`src/hdl/pcm_pkg.sv`:
```
// shared types for the pcm2ch sample player, referenced by scoped name from each block
package pcm_pkg;

    // host register map, one byte each
    typedef enum logic [3:0] {
        CHA_PRE_LO   = 4'd0,
        CHA_PRE_HI   = 4'd1,
        CHA_ADDR_LO  = 4'd2,
        CHA_ADDR_MID = 4'd3,
        CHA_ADDR_HI  = 4'd4,
        CHA_PLAY     = 4'd5,
        CHB_PRE_LO   = 4'd6,
        CHB_PRE_HI   = 4'd7,
        CHB_ADDR_LO  = 4'd8,
        CHB_ADDR_MID = 4'd9,
        CHB_ADDR_HI  = 4'd10,
        CHB_PLAY     = 4'd11,
        GAIN         = 4'd12,
        LOOP         = 4'd13
    } reg_idx_e;

    // prescaler length select, bit 0 set always means the low byte
    typedef enum logic [1:0] {
        FULL12   = 2'd0,
        LOW8     = 2'd1,
        HIGH4    = 2'd2,
        LOW8_ALT = 2'd3
    } pre_sel_e;

    typedef enum logic [1:0] {
        IDLE     = 2'd0,
        PLAY     = 2'd1,
        WAIT_ROM = 2'd2
    } chan_state_e;

    // channel sample, zero is silence
    typedef logic signed [6:0] sample_t;
    typedef logic signed [7:0] mix_t;
    typedef logic [16:0]       rom_addr_t;

endpackage

```
`src/hdl/pcm_ctrl_if.sv`:
```
// per-channel control bundle, driven by the register file and read by a channel and the mixer
interface pcm_ctrl_if;

    // sample ROM start address
    pcm_pkg::rom_addr_t rom_start;
    // prescaler preload and length
    logic [11:0]        pre0;
    pcm_pkg::pre_sel_e  pre_sel;
    logic               loop;
    // one clock wide, starts playback
    logic               play;
    logic [3:0]         gain;

    modport src (
        output rom_start, pre0, pre_sel, loop, play, gain
    );

    modport dst (
        input rom_start, pre0, pre_sel, loop, play, gain
    );

endinterface

```
`src/hdl/pcm_regs.sv`:
```
// host register file: byte writes on dacs, play pulses and the E/Q phase strobes
module pcm_regs #(
    // channel A takes the high gain nibble when set
    parameter bit GAIN_A_HIGH = 1'b1
) (
    input  logic              clk,
    input  logic              rst,
    input  logic              cen,
    input  logic              dacs,
    input  pcm_pkg::reg_idx_e addr,
    input  logic [7:0]        din,
    output logic              cen_e,
    output logic              cen_q,
    pcm_ctrl_if.src           cha,
    pcm_ctrl_if.src           chb
);

    logic [7:0] mmr [0:13];
    logic [1:0] cen_cnt;

    // dacs is both select and write strobe
    always_ff @(posedge clk or posedge rst) begin
        if (rst) begin
            for (int i = 0; i < 14; i++) begin
                mmr[i] <= '0;
            end
            cha.play <= 1'b0;
            chb.play <= 1'b0;
        end else begin
            // addresses 14 and 15 hold nothing
            if (dacs && addr <= pcm_pkg::LOOP) begin
                mmr[addr] <= din;
            end
            // trigger lands one clock after the write
            cha.play <= dacs && addr == pcm_pkg::CHA_PLAY;
            chb.play <= dacs && addr == pcm_pkg::CHB_PLAY;
        end
    end

    // channel A fields
    assign cha.pre0      = {mmr[pcm_pkg::CHA_PRE_HI][3:0], mmr[pcm_pkg::CHA_PRE_LO]};
    assign cha.pre_sel   = pcm_pkg::pre_sel_e'(mmr[pcm_pkg::CHA_PRE_HI][5:4]);
    assign cha.rom_start = {mmr[pcm_pkg::CHA_ADDR_HI][0], mmr[pcm_pkg::CHA_ADDR_MID],
                            mmr[pcm_pkg::CHA_ADDR_LO]};
    assign cha.loop      = mmr[pcm_pkg::LOOP][0];

    // channel B fields
    assign chb.pre0      = {mmr[pcm_pkg::CHB_PRE_HI][3:0], mmr[pcm_pkg::CHB_PRE_LO]};
    assign chb.pre_sel   = pcm_pkg::pre_sel_e'(mmr[pcm_pkg::CHB_PRE_HI][5:4]);
    assign chb.rom_start = {mmr[pcm_pkg::CHB_ADDR_HI][0], mmr[pcm_pkg::CHB_ADDR_MID],
                            mmr[pcm_pkg::CHB_ADDR_LO]};
    assign chb.loop      = mmr[pcm_pkg::LOOP][1];

    // both gains share register 12, nibble order by parameter
    assign cha.gain = GAIN_A_HIGH ? mmr[pcm_pkg::GAIN][7:4] : mmr[pcm_pkg::GAIN][3:0];
    assign chb.gain = GAIN_A_HIGH ? mmr[pcm_pkg::GAIN][3:0] : mmr[pcm_pkg::GAIN][7:4];

    // quarter-rate strobes in the style of 6809 E/Q
    // Q trails E by two cen pulses
    always_ff @(posedge clk or posedge rst) begin
        if (rst) begin
            cen_cnt <= 2'd0;
            cen_e   <= 1'b0;
            cen_q   <= 1'b0;
        end else begin
            if (cen) begin
                cen_cnt <= cen_cnt + 2'd1;
            end
            cen_e <= cen && cen_cnt == 2'd3;
            cen_q <= cen && cen_cnt == 2'd1;
        end
    end

    // phases must stay apart
    a_cen_phase : assert property (
        @(posedge clk) disable iff (rst) !(cen_e && cen_q)
    );

    // play strobe never lasts beyond one clock
    a_play_pulse : assert property (
        @(posedge clk) disable iff (rst) cha.play |=> !cha.play
    );

endmodule

```
`src/hdl/pcm_channel.sv`:
```
// one playback channel with prescaler, ROM address walk and end marker, instanced per channel by the top level
module pcm_channel #(
    // subtracted from the ROM byte's low 7 bits
    parameter logic [6:0] SAMPLE_OFFSET = 7'h40
) (
    input  logic               clk,
    input  logic               rst,
    input  logic               cen_q,
    pcm_ctrl_if.dst            ctrl,
    output pcm_pkg::rom_addr_t rom_addr,
    output logic               rom_cs,
    input  logic [7:0]         rom_dout,
    input  logic               rom_ok,
    output pcm_pkg::sample_t   snd
);

    pcm_pkg::chan_state_e state;
    logic [11:0]          cnt;
    logic [11:0]          cnt_step;
    logic                 over;
    logic                 tick;
    logic                 take;
    pcm_pkg::sample_t     sample;

    // overflow width follows the length select
    always_comb begin
        case (ctrl.pre_sel)
            pcm_pkg::LOW8, pcm_pkg::LOW8_ALT: begin
                over     = &cnt[7:0];
                cnt_step = 12'h001;
            end
            pcm_pkg::HIGH4: begin
                // high nibble counts in its own units
                over     = &cnt[11:8];
                cnt_step = 12'h100;
            end
            default: begin
                over     = &cnt;
                cnt_step = 12'h001;
            end
        endcase
    end

    // one address step per prescaler overflow
    assign tick = cen_q && over;

    // sample accepted on overflow or late once the ROM catches up
    assign take = rom_ok && ((state == pcm_pkg::PLAY && tick) || state == pcm_pkg::WAIT_ROM);

    assign sample = pcm_pkg::sample_t'(rom_dout[6:0] - SAMPLE_OFFSET);

    assign rom_cs = state != pcm_pkg::IDLE;

    always_ff @(posedge clk or posedge rst) begin
        if (rst) begin
            state    <= pcm_pkg::IDLE;
            cnt      <= '0;
            rom_addr <= '0;
            snd      <= '0;
        end else begin
            // prescaler keeps running and reloads on overflow
            if (cen_q) begin
                if (over) begin
                    cnt <= ctrl.pre0;
                end else begin
                    cnt <= cnt + cnt_step;
                end
            end
            if (ctrl.play) begin
                // (re)start from the top even mid-sample
                state    <= pcm_pkg::PLAY;
                rom_addr <= ctrl.rom_start;
                cnt      <= ctrl.pre0;
            end else if (take) begin
                snd      <= sample;
                rom_addr <= rom_addr + 1'b1;
                state    <= pcm_pkg::PLAY;
                // bit 7 marks the last byte
                if (rom_dout[7]) begin
                    if (ctrl.loop) begin
                        rom_addr <= ctrl.rom_start;
                    end else begin
                        state <= pcm_pkg::IDLE;
                        snd   <= '0;
                    end
                end
            end else if (state == pcm_pkg::PLAY && tick) begin
                // data late while the prescaler has already reloaded
                state <= pcm_pkg::WAIT_ROM;
            end
        end
    end

    // output is silent whenever the channel is stopped
    a_idle_silent : assert property (
        @(posedge clk) disable iff (rst) !rom_cs |-> snd == '0
    );

endmodule

```
`src/hdl/pcm_mixer.sv`:
```
// scales both channel samples by their gains and sums them into the registered output
module pcm_mixer (
    input  logic             clk,
    input  logic             rst,
    input  pcm_pkg::sample_t snda,
    input  pcm_pkg::sample_t sndb,
    pcm_ctrl_if.dst          cha,
    pcm_ctrl_if.dst          chb,
    output pcm_pkg::mix_t    snd
);

    // gains are unsigned, widen with a zero sign bit
    logic signed [4:0]  gain_a;
    logic signed [4:0]  gain_b;
    // worst case -64*15 per channel
    logic signed [11:0] prod_a;
    logic signed [11:0] prod_b;
    logic signed [11:0] sum;

    assign gain_a = {1'b0, cha.gain};
    assign gain_b = {1'b0, chb.gain};

    assign prod_a = snda * gain_a;
    assign prod_b = sndb * gain_b;

    // -1920..1890 before the shift
    assign sum = prod_a + prod_b;

    // divide by 16, lands in -120..118 so no clipping
    always_ff @(posedge clk or posedge rst) begin
        if (rst) begin
            snd <= '0;
        end else begin
            snd <= pcm_pkg::mix_t'(sum >>> 4);
        end
    end

endmodule

```
`src/hdl/pcm2ch_top.sv`:
```
// pcm2ch top level, register file feeding two channels and the mixer, plain ports outside
module pcm2ch_top #(
    parameter bit         GAIN_A_HIGH   = 1'b1,
    parameter logic [6:0] SAMPLE_OFFSET = 7'h40
) (
    input  logic               clk,
    input  logic               rst,
    input  logic               cen,
    input  logic               dacs,
    input  logic [3:0]         addr,
    input  logic [7:0]         din,
    output logic               cen_e,
    output logic               cen_q,
    // channel A sample ROM
    output pcm_pkg::rom_addr_t roma_addr,
    output logic               roma_cs,
    input  logic [7:0]         roma_dout,
    input  logic               roma_ok,
    // channel B sample ROM
    output pcm_pkg::rom_addr_t romb_addr,
    output logic               romb_cs,
    input  logic [7:0]         romb_dout,
    input  logic               romb_ok,
    // raw channel samples and mix
    output pcm_pkg::sample_t   snda,
    output pcm_pkg::sample_t   sndb,
    output pcm_pkg::mix_t      snd
);

    pcm_ctrl_if cha_ctrl ();
    pcm_ctrl_if chb_ctrl ();

    pcm_regs #(
        .GAIN_A_HIGH (GAIN_A_HIGH)
    ) u_regs (
        .clk   (clk),
        .rst   (rst),
        .cen   (cen),
        .dacs  (dacs),
        .addr  (pcm_pkg::reg_idx_e'(addr)),
        .din   (din),
        .cen_e (cen_e),
        .cen_q (cen_q),
        .cha   (cha_ctrl),
        .chb   (chb_ctrl)
    );

    pcm_channel #(
        .SAMPLE_OFFSET (SAMPLE_OFFSET)
    ) u_cha (
        .clk      (clk),
        .rst      (rst),
        .cen_q    (cen_q),
        .ctrl     (cha_ctrl),
        .rom_addr (roma_addr),
        .rom_cs   (roma_cs),
        .rom_dout (roma_dout),
        .rom_ok   (roma_ok),
        .snd      (snda)
    );

    pcm_channel #(
        .SAMPLE_OFFSET (SAMPLE_OFFSET)
    ) u_chb (
        .clk      (clk),
        .rst      (rst),
        .cen_q    (cen_q),
        .ctrl     (chb_ctrl),
        .rom_addr (romb_addr),
        .rom_cs   (romb_cs),
        .rom_dout (romb_dout),
        .rom_ok   (romb_ok),
        .snd      (sndb)
    );

    // gains come straight from the control bundles
    pcm_mixer u_mixer (
        .clk  (clk),
        .rst  (rst),
        .snda (snda),
        .sndb (sndb),
        .cha  (cha_ctrl),
        .chb  (chb_ctrl),
        .snd  (snd)
    );

endmodule

```
`config.mk`:
```
export PLATFORM = sky130hd
export DESIGN_NAME = pcm2ch_top
export DESIGN_NICKNAME = d
export VERILOG_FILES = /design/src/hdl/pcm_pkg.sv /design/src/hdl/pcm_ctrl_if.sv /design/src/hdl/pcm_regs.sv /design/src/hdl/pcm_channel.sv /design/src/hdl/pcm_mixer.sv /design/src/hdl/pcm2ch_top.sv
export SDC_FILE = /design/constraint.sdc
export NUM_CORES = 1
export LEC_CHECK = 0
export ABC_AREA = 1
export BUFFER_PORTS_ARGS = -buffer_cell sky130_fd_sc_hd__buf_2
export CAP_MARGIN = 20
export CORE_ASPECT_RATIO = 1.4
export CORE_UTILIZATION = 55
export CTS_CLUSTER_DIAMETER = 150
export DETAILED_ROUTE_END_ITERATION = 16
export GPL_ROUTABILITY_DRIVEN = 0
export PLACE_DENSITY = 0.74
export SYNTH_ARGS = -nofsm -noshare
export SYNTH_HDL_FRONTEND = slang
export SYNTH_SLANG_ARGS = --single-unit
export TNS_END_PERCENT = 1
```
`constraint.sdc`:
```
create_clock -name clk -period 5.2 [get_ports clk]
set_input_delay 0.78 -clock clk [delete_from_list [all_inputs] [get_ports clk]]
set_output_delay 0.78 -clock clk [all_outputs]
set_load 0.02 [all_outputs]
```
==> flow_metrics.py <==
metrics = {
    "final_layout": {
        "final_layout_size_suffix_gt1_share_pct": 11.5,
        "final_nets": 1569,
        "instances_no_fill": 1703,
        "diodes": 0,
        "final_area_um2": 11700,
        "area_delta_synth_final_pct": 11.2,
    },
    "critical_path": {
        "endpoint_kind": "flop",
        "r2r_end": "u_mixer.snd[4]$_DFF_PP0_",
        "crit_type": "flop to flop",
        "start_kind": "flop",
        "reg2regPathDepth": 15,
        "regToRegStartpoint": "u_regs.cha.gain[3]$_DFFE_PP0P_",
        "cp_data_arrival_time_ns": 4.98,
        "r2r_slack_ns": 0.57,
        "worst-path-max-fanout": 8,
        "required_ns": 5.55,
    },
    "yosys": {
        "synth_edf_count": 0,
        "synthFlopType": "dfrtp_1",
        "synth_most_common_cell": "nand2_1",
        "yosysTopAreaCell": "dfrtp_1",
        "synth_nets": 1491,
        "async_flop_share_pct": 100,
        "syn_inst": 1368,
        "synth_common_cells": "nand2_1 (394), inv_1 (211), dfrtp_1 (162), o21ai_0 (145), nand3_1 (80)",
        "synth_top_area_share_pct": 38.4,
        "synth_area_um2": 10600,
        "synth_seq_cells": 162,
        "yosysSeqAreaShare_pct": 38.4,
        "synth_cell_types": 42,
        "synth_area_leaders": "dfrtp_1 (38%), nand2_1 (14%), fa_1 (8.5%)",
        "syn_area_per_cell_um2": 7.72,
        "synth_warnings": 0,
    },
    "cts": {
        "cts_sinks": 162,
        "cts_max_level": 4,
        "holdBufCountCts": 0,
        "clockBufferDepth": 2,
        "cts_root_buf": "clkbuf_16",
        "cts_tree": "built",
        "post_cts_buffers": 0,
        "numCtsBuffers": 17,
        "cts_resized": 0,
        "clkTransAtPathRegs_ns": 0.07,
        "insertion_delay_ns": 0.44,
    },
    "die": {
        "dieArea_um2": 19800,
        "start_util_pct": 56.6,
        "die_h_um": 166,
        "std_cell_rows": 59,
        "core_um2": 18700,
        "dieWidth_um": 119,
        "ios": 94,
    },
    "power": {
        "p_comb_share_pct": 37.8,
        "p_int_mw": 3.09,
        "clkPwrFrac_pct": 22.7,
        "leakage_nw": 6.34,
        "swShare_pct": 42.8,
        "p_seq_share_pct": 39.5,
        "powerDensity_nw_per_um2": 459,
        "switchingPower_mw": 2.31,
        "ir_worst_vdd_uv": 239,
    },
    "sta": {
        "setup_violations": 0,
        "timing_hold_violations_final": 0,
        "worst_pin_slew_ns": 0.909,
        "rsz0062_at_grt": "no",
        "postLayoutSetupSlackWorst_ns": 0.566,
        "finalCritPeriodShare_pct": 89.1,
        "max_clock_freq_mhz": 216,
        "maxSlewViolCount": 0,
        "relSlewSlack_pct": 39.2,
        "final.min_clock_period_ns": 4.63,
        "tns_ns": 0,
        "fin_worst_skew_ns": 0.0124,
    },
    "placed_design": {
        "placed_area_um2": 11200,
        "dp_slack_ns": 0.619,
        "dp_hpwl_um": 19300,
        "placed_cells": 1671,
        "port_buffers": 93,
    },
    "global_route": {
        "grt_pass1_vias": 8942,
        "grt_pass1_wl_um": 44100,
        "grt_max_degree": 89,
        "antenna_found_initial": 2,
        "grt-ovfl-total": 0,
        "track_usage_pct": 28.4,
    },
    "drt": {
        "detail_route.wl_per_cell_um": 15.6,
        "via_per_inst": 5.39,
        "vias": 9181,
        "drt_iter0_drc": 604,
        "ant_nets": 0,
        "drc_errors": 0,
        "drt-pass1-iter-count": 5,
        "drt-total-wl_um": 26500,
    },
    "job": {
        "maxCapViolCount": 0,
    },
    "hold_path": {
        "hold_path_class": "primary input to asynchronous set/reset pin",
    },
    "outcome": {
        "status": "finished clean",
    },
}
==> cell type report <==
cell class | count | area, um2
clock buffers | 18 | 439
clock inverters | 14 | 126
fillers | 1650 | 6930
inverters | 216 | 816
multi-input cells | 954 | 5520
flip-flops and latches | 162 | 4050
well taps | 244 | 305
repair buffers | 95 | 480
==> metrics by stage <==
stage	utilization, %	power [mW]	hold slack [ns]
finish	62.9	5.39	0.466
global placement	59.9	4.11	0.463
global route	62.9	5.82	0.495
detailed placement	59.9	4.17	0.470
CTS	62.9	5.41	0.487
floorplan	-	3.55	0.446
==> worst max-delay path: stages (launching register included) <==
cell and delay (ns):
dfrtp_1 0.47, nand2_1 0.12, fa_1 0.54, inv_1 0.05, fa_1 0.51, fa_1 0.45, fa_1 0.54, inv_1 0.05
fa_1 0.54, inv_1 0.04, ha_1 0.37, nand2_1 0.09, o21ai_0 0.30, a21oi_1 0.11, o21bai_1 0.17, xor2_1 0.19
==> worst max-delay path by stage <==
stage                                    from                        to  slack [ns]  cells past startpoint
4_1_cts        u_regs.cha.gain[3]$_DFFE_PP0P_  u_mixer.snd[4]$_DFF_PP0_        0.59                     15
6_report       u_regs.cha.gain[3]$_DFFE_PP0P_  u_mixer.snd[4]$_DFF_PP0_        0.57                     15
5_1_grt        u_regs.cha.gain[3]$_DFFE_PP0P_  u_mixer.snd[7]$_DFF_PP0_        0.32                     17
3_3_place_gp   u_regs.cha.gain[3]$_DFFE_PP0P_  u_mixer.snd[4]$_DFF_PP0_        0.74                     15
2_1_floorplan                             rst  u_cha.cnt[0]$_DFFE_PP0P_        0.04                      1
3_5_place_dp   u_regs.cha.gain[3]$_DFFE_PP0P_  u_mixer.snd[4]$_DFF_PP0_        0.62                     15
==> cell usage in the layout (no fill, tap or decap), types with 2 or more instances in the layout <==
cell and instances:
a21oi_1 28, a31oi_1 3, buf_2 93, buf_4 2, clkbuf_16 17, clkinv_2 5, clkinv_4 2, dfrtp_1 162
fa_1 45, ha_1 44, inv_1 210, inv_2 5, inv_6 5, mux2i_1 5, nand2_1 394, nand2_2 4
nand2_4 3, nand3_1 80, nand3_2 3, nand4_1 18, nor2_1 77, nor2_2 2, nor3_1 16, nor3_2 2
nor3b_1 2, o211ai_1 5, o211ai_2 2, o21ai_0 145, o21ai_1 10, o21ai_2 6, o21bai_1 4, o22ai_1 8
or2_2 11, xnor2_1 6, xor2_1 24
==> state kept, by name, indices dropped and copies added, names as in the netlist, 4 cells and up <==
signal,count
u_regs.cha.pre0,12
u_regs.chb.rom_start,17
u_cha.rom_addr,17
u_regs.chb.pre0,12
u_cha.cnt,12
u_chb.cnt,12
u_regs.chb.gain,4
u_regs.cha.rom_start,17
u_mixer.snd,8
u_cha.snd,7
u_regs.cha.gain,4
u_chb.snd,7
u_chb.rom_addr,17
==> routing by layer <==
layer	track usage [%]	vias up	part of all wire, %
li1	-	4481	-
met1	35.3	4369	42
met2	49.1	265	51
met3	5.19	64	4.9
met4	10.4	2	2.7
met5	0	-	0.038
==> kinds of logic (layout without fill, tap and decap cells) <==
family          Yosys count  in the layout  share of synthesized area [%]
xor+xnor                 30             30                           2.49
buf+inv                 252            343                           9.33
compound gates          215            215                           11.1
fa+ha+maj                89             89                           13.7
mux                       5              5                          0.474
flops                   162            162                           38.4
simple gates            615            615                           24.5
==> power by group through the flow <==
stage / Combinational (mW) / Clock (mW) / Sequential (mW)
floorplan: 1.35 / 0 / 2.21
global placement: 1.98 / 0 / 2.13
detailed placement: 2.04 / 0 / 2.14
CTS: 2.05 / 1.23 / 2.12
global route: 2.34 / 1.29 / 2.19
finish: 2.04 / 1.22 / 2.13
(Power assumes the default switching activity.)
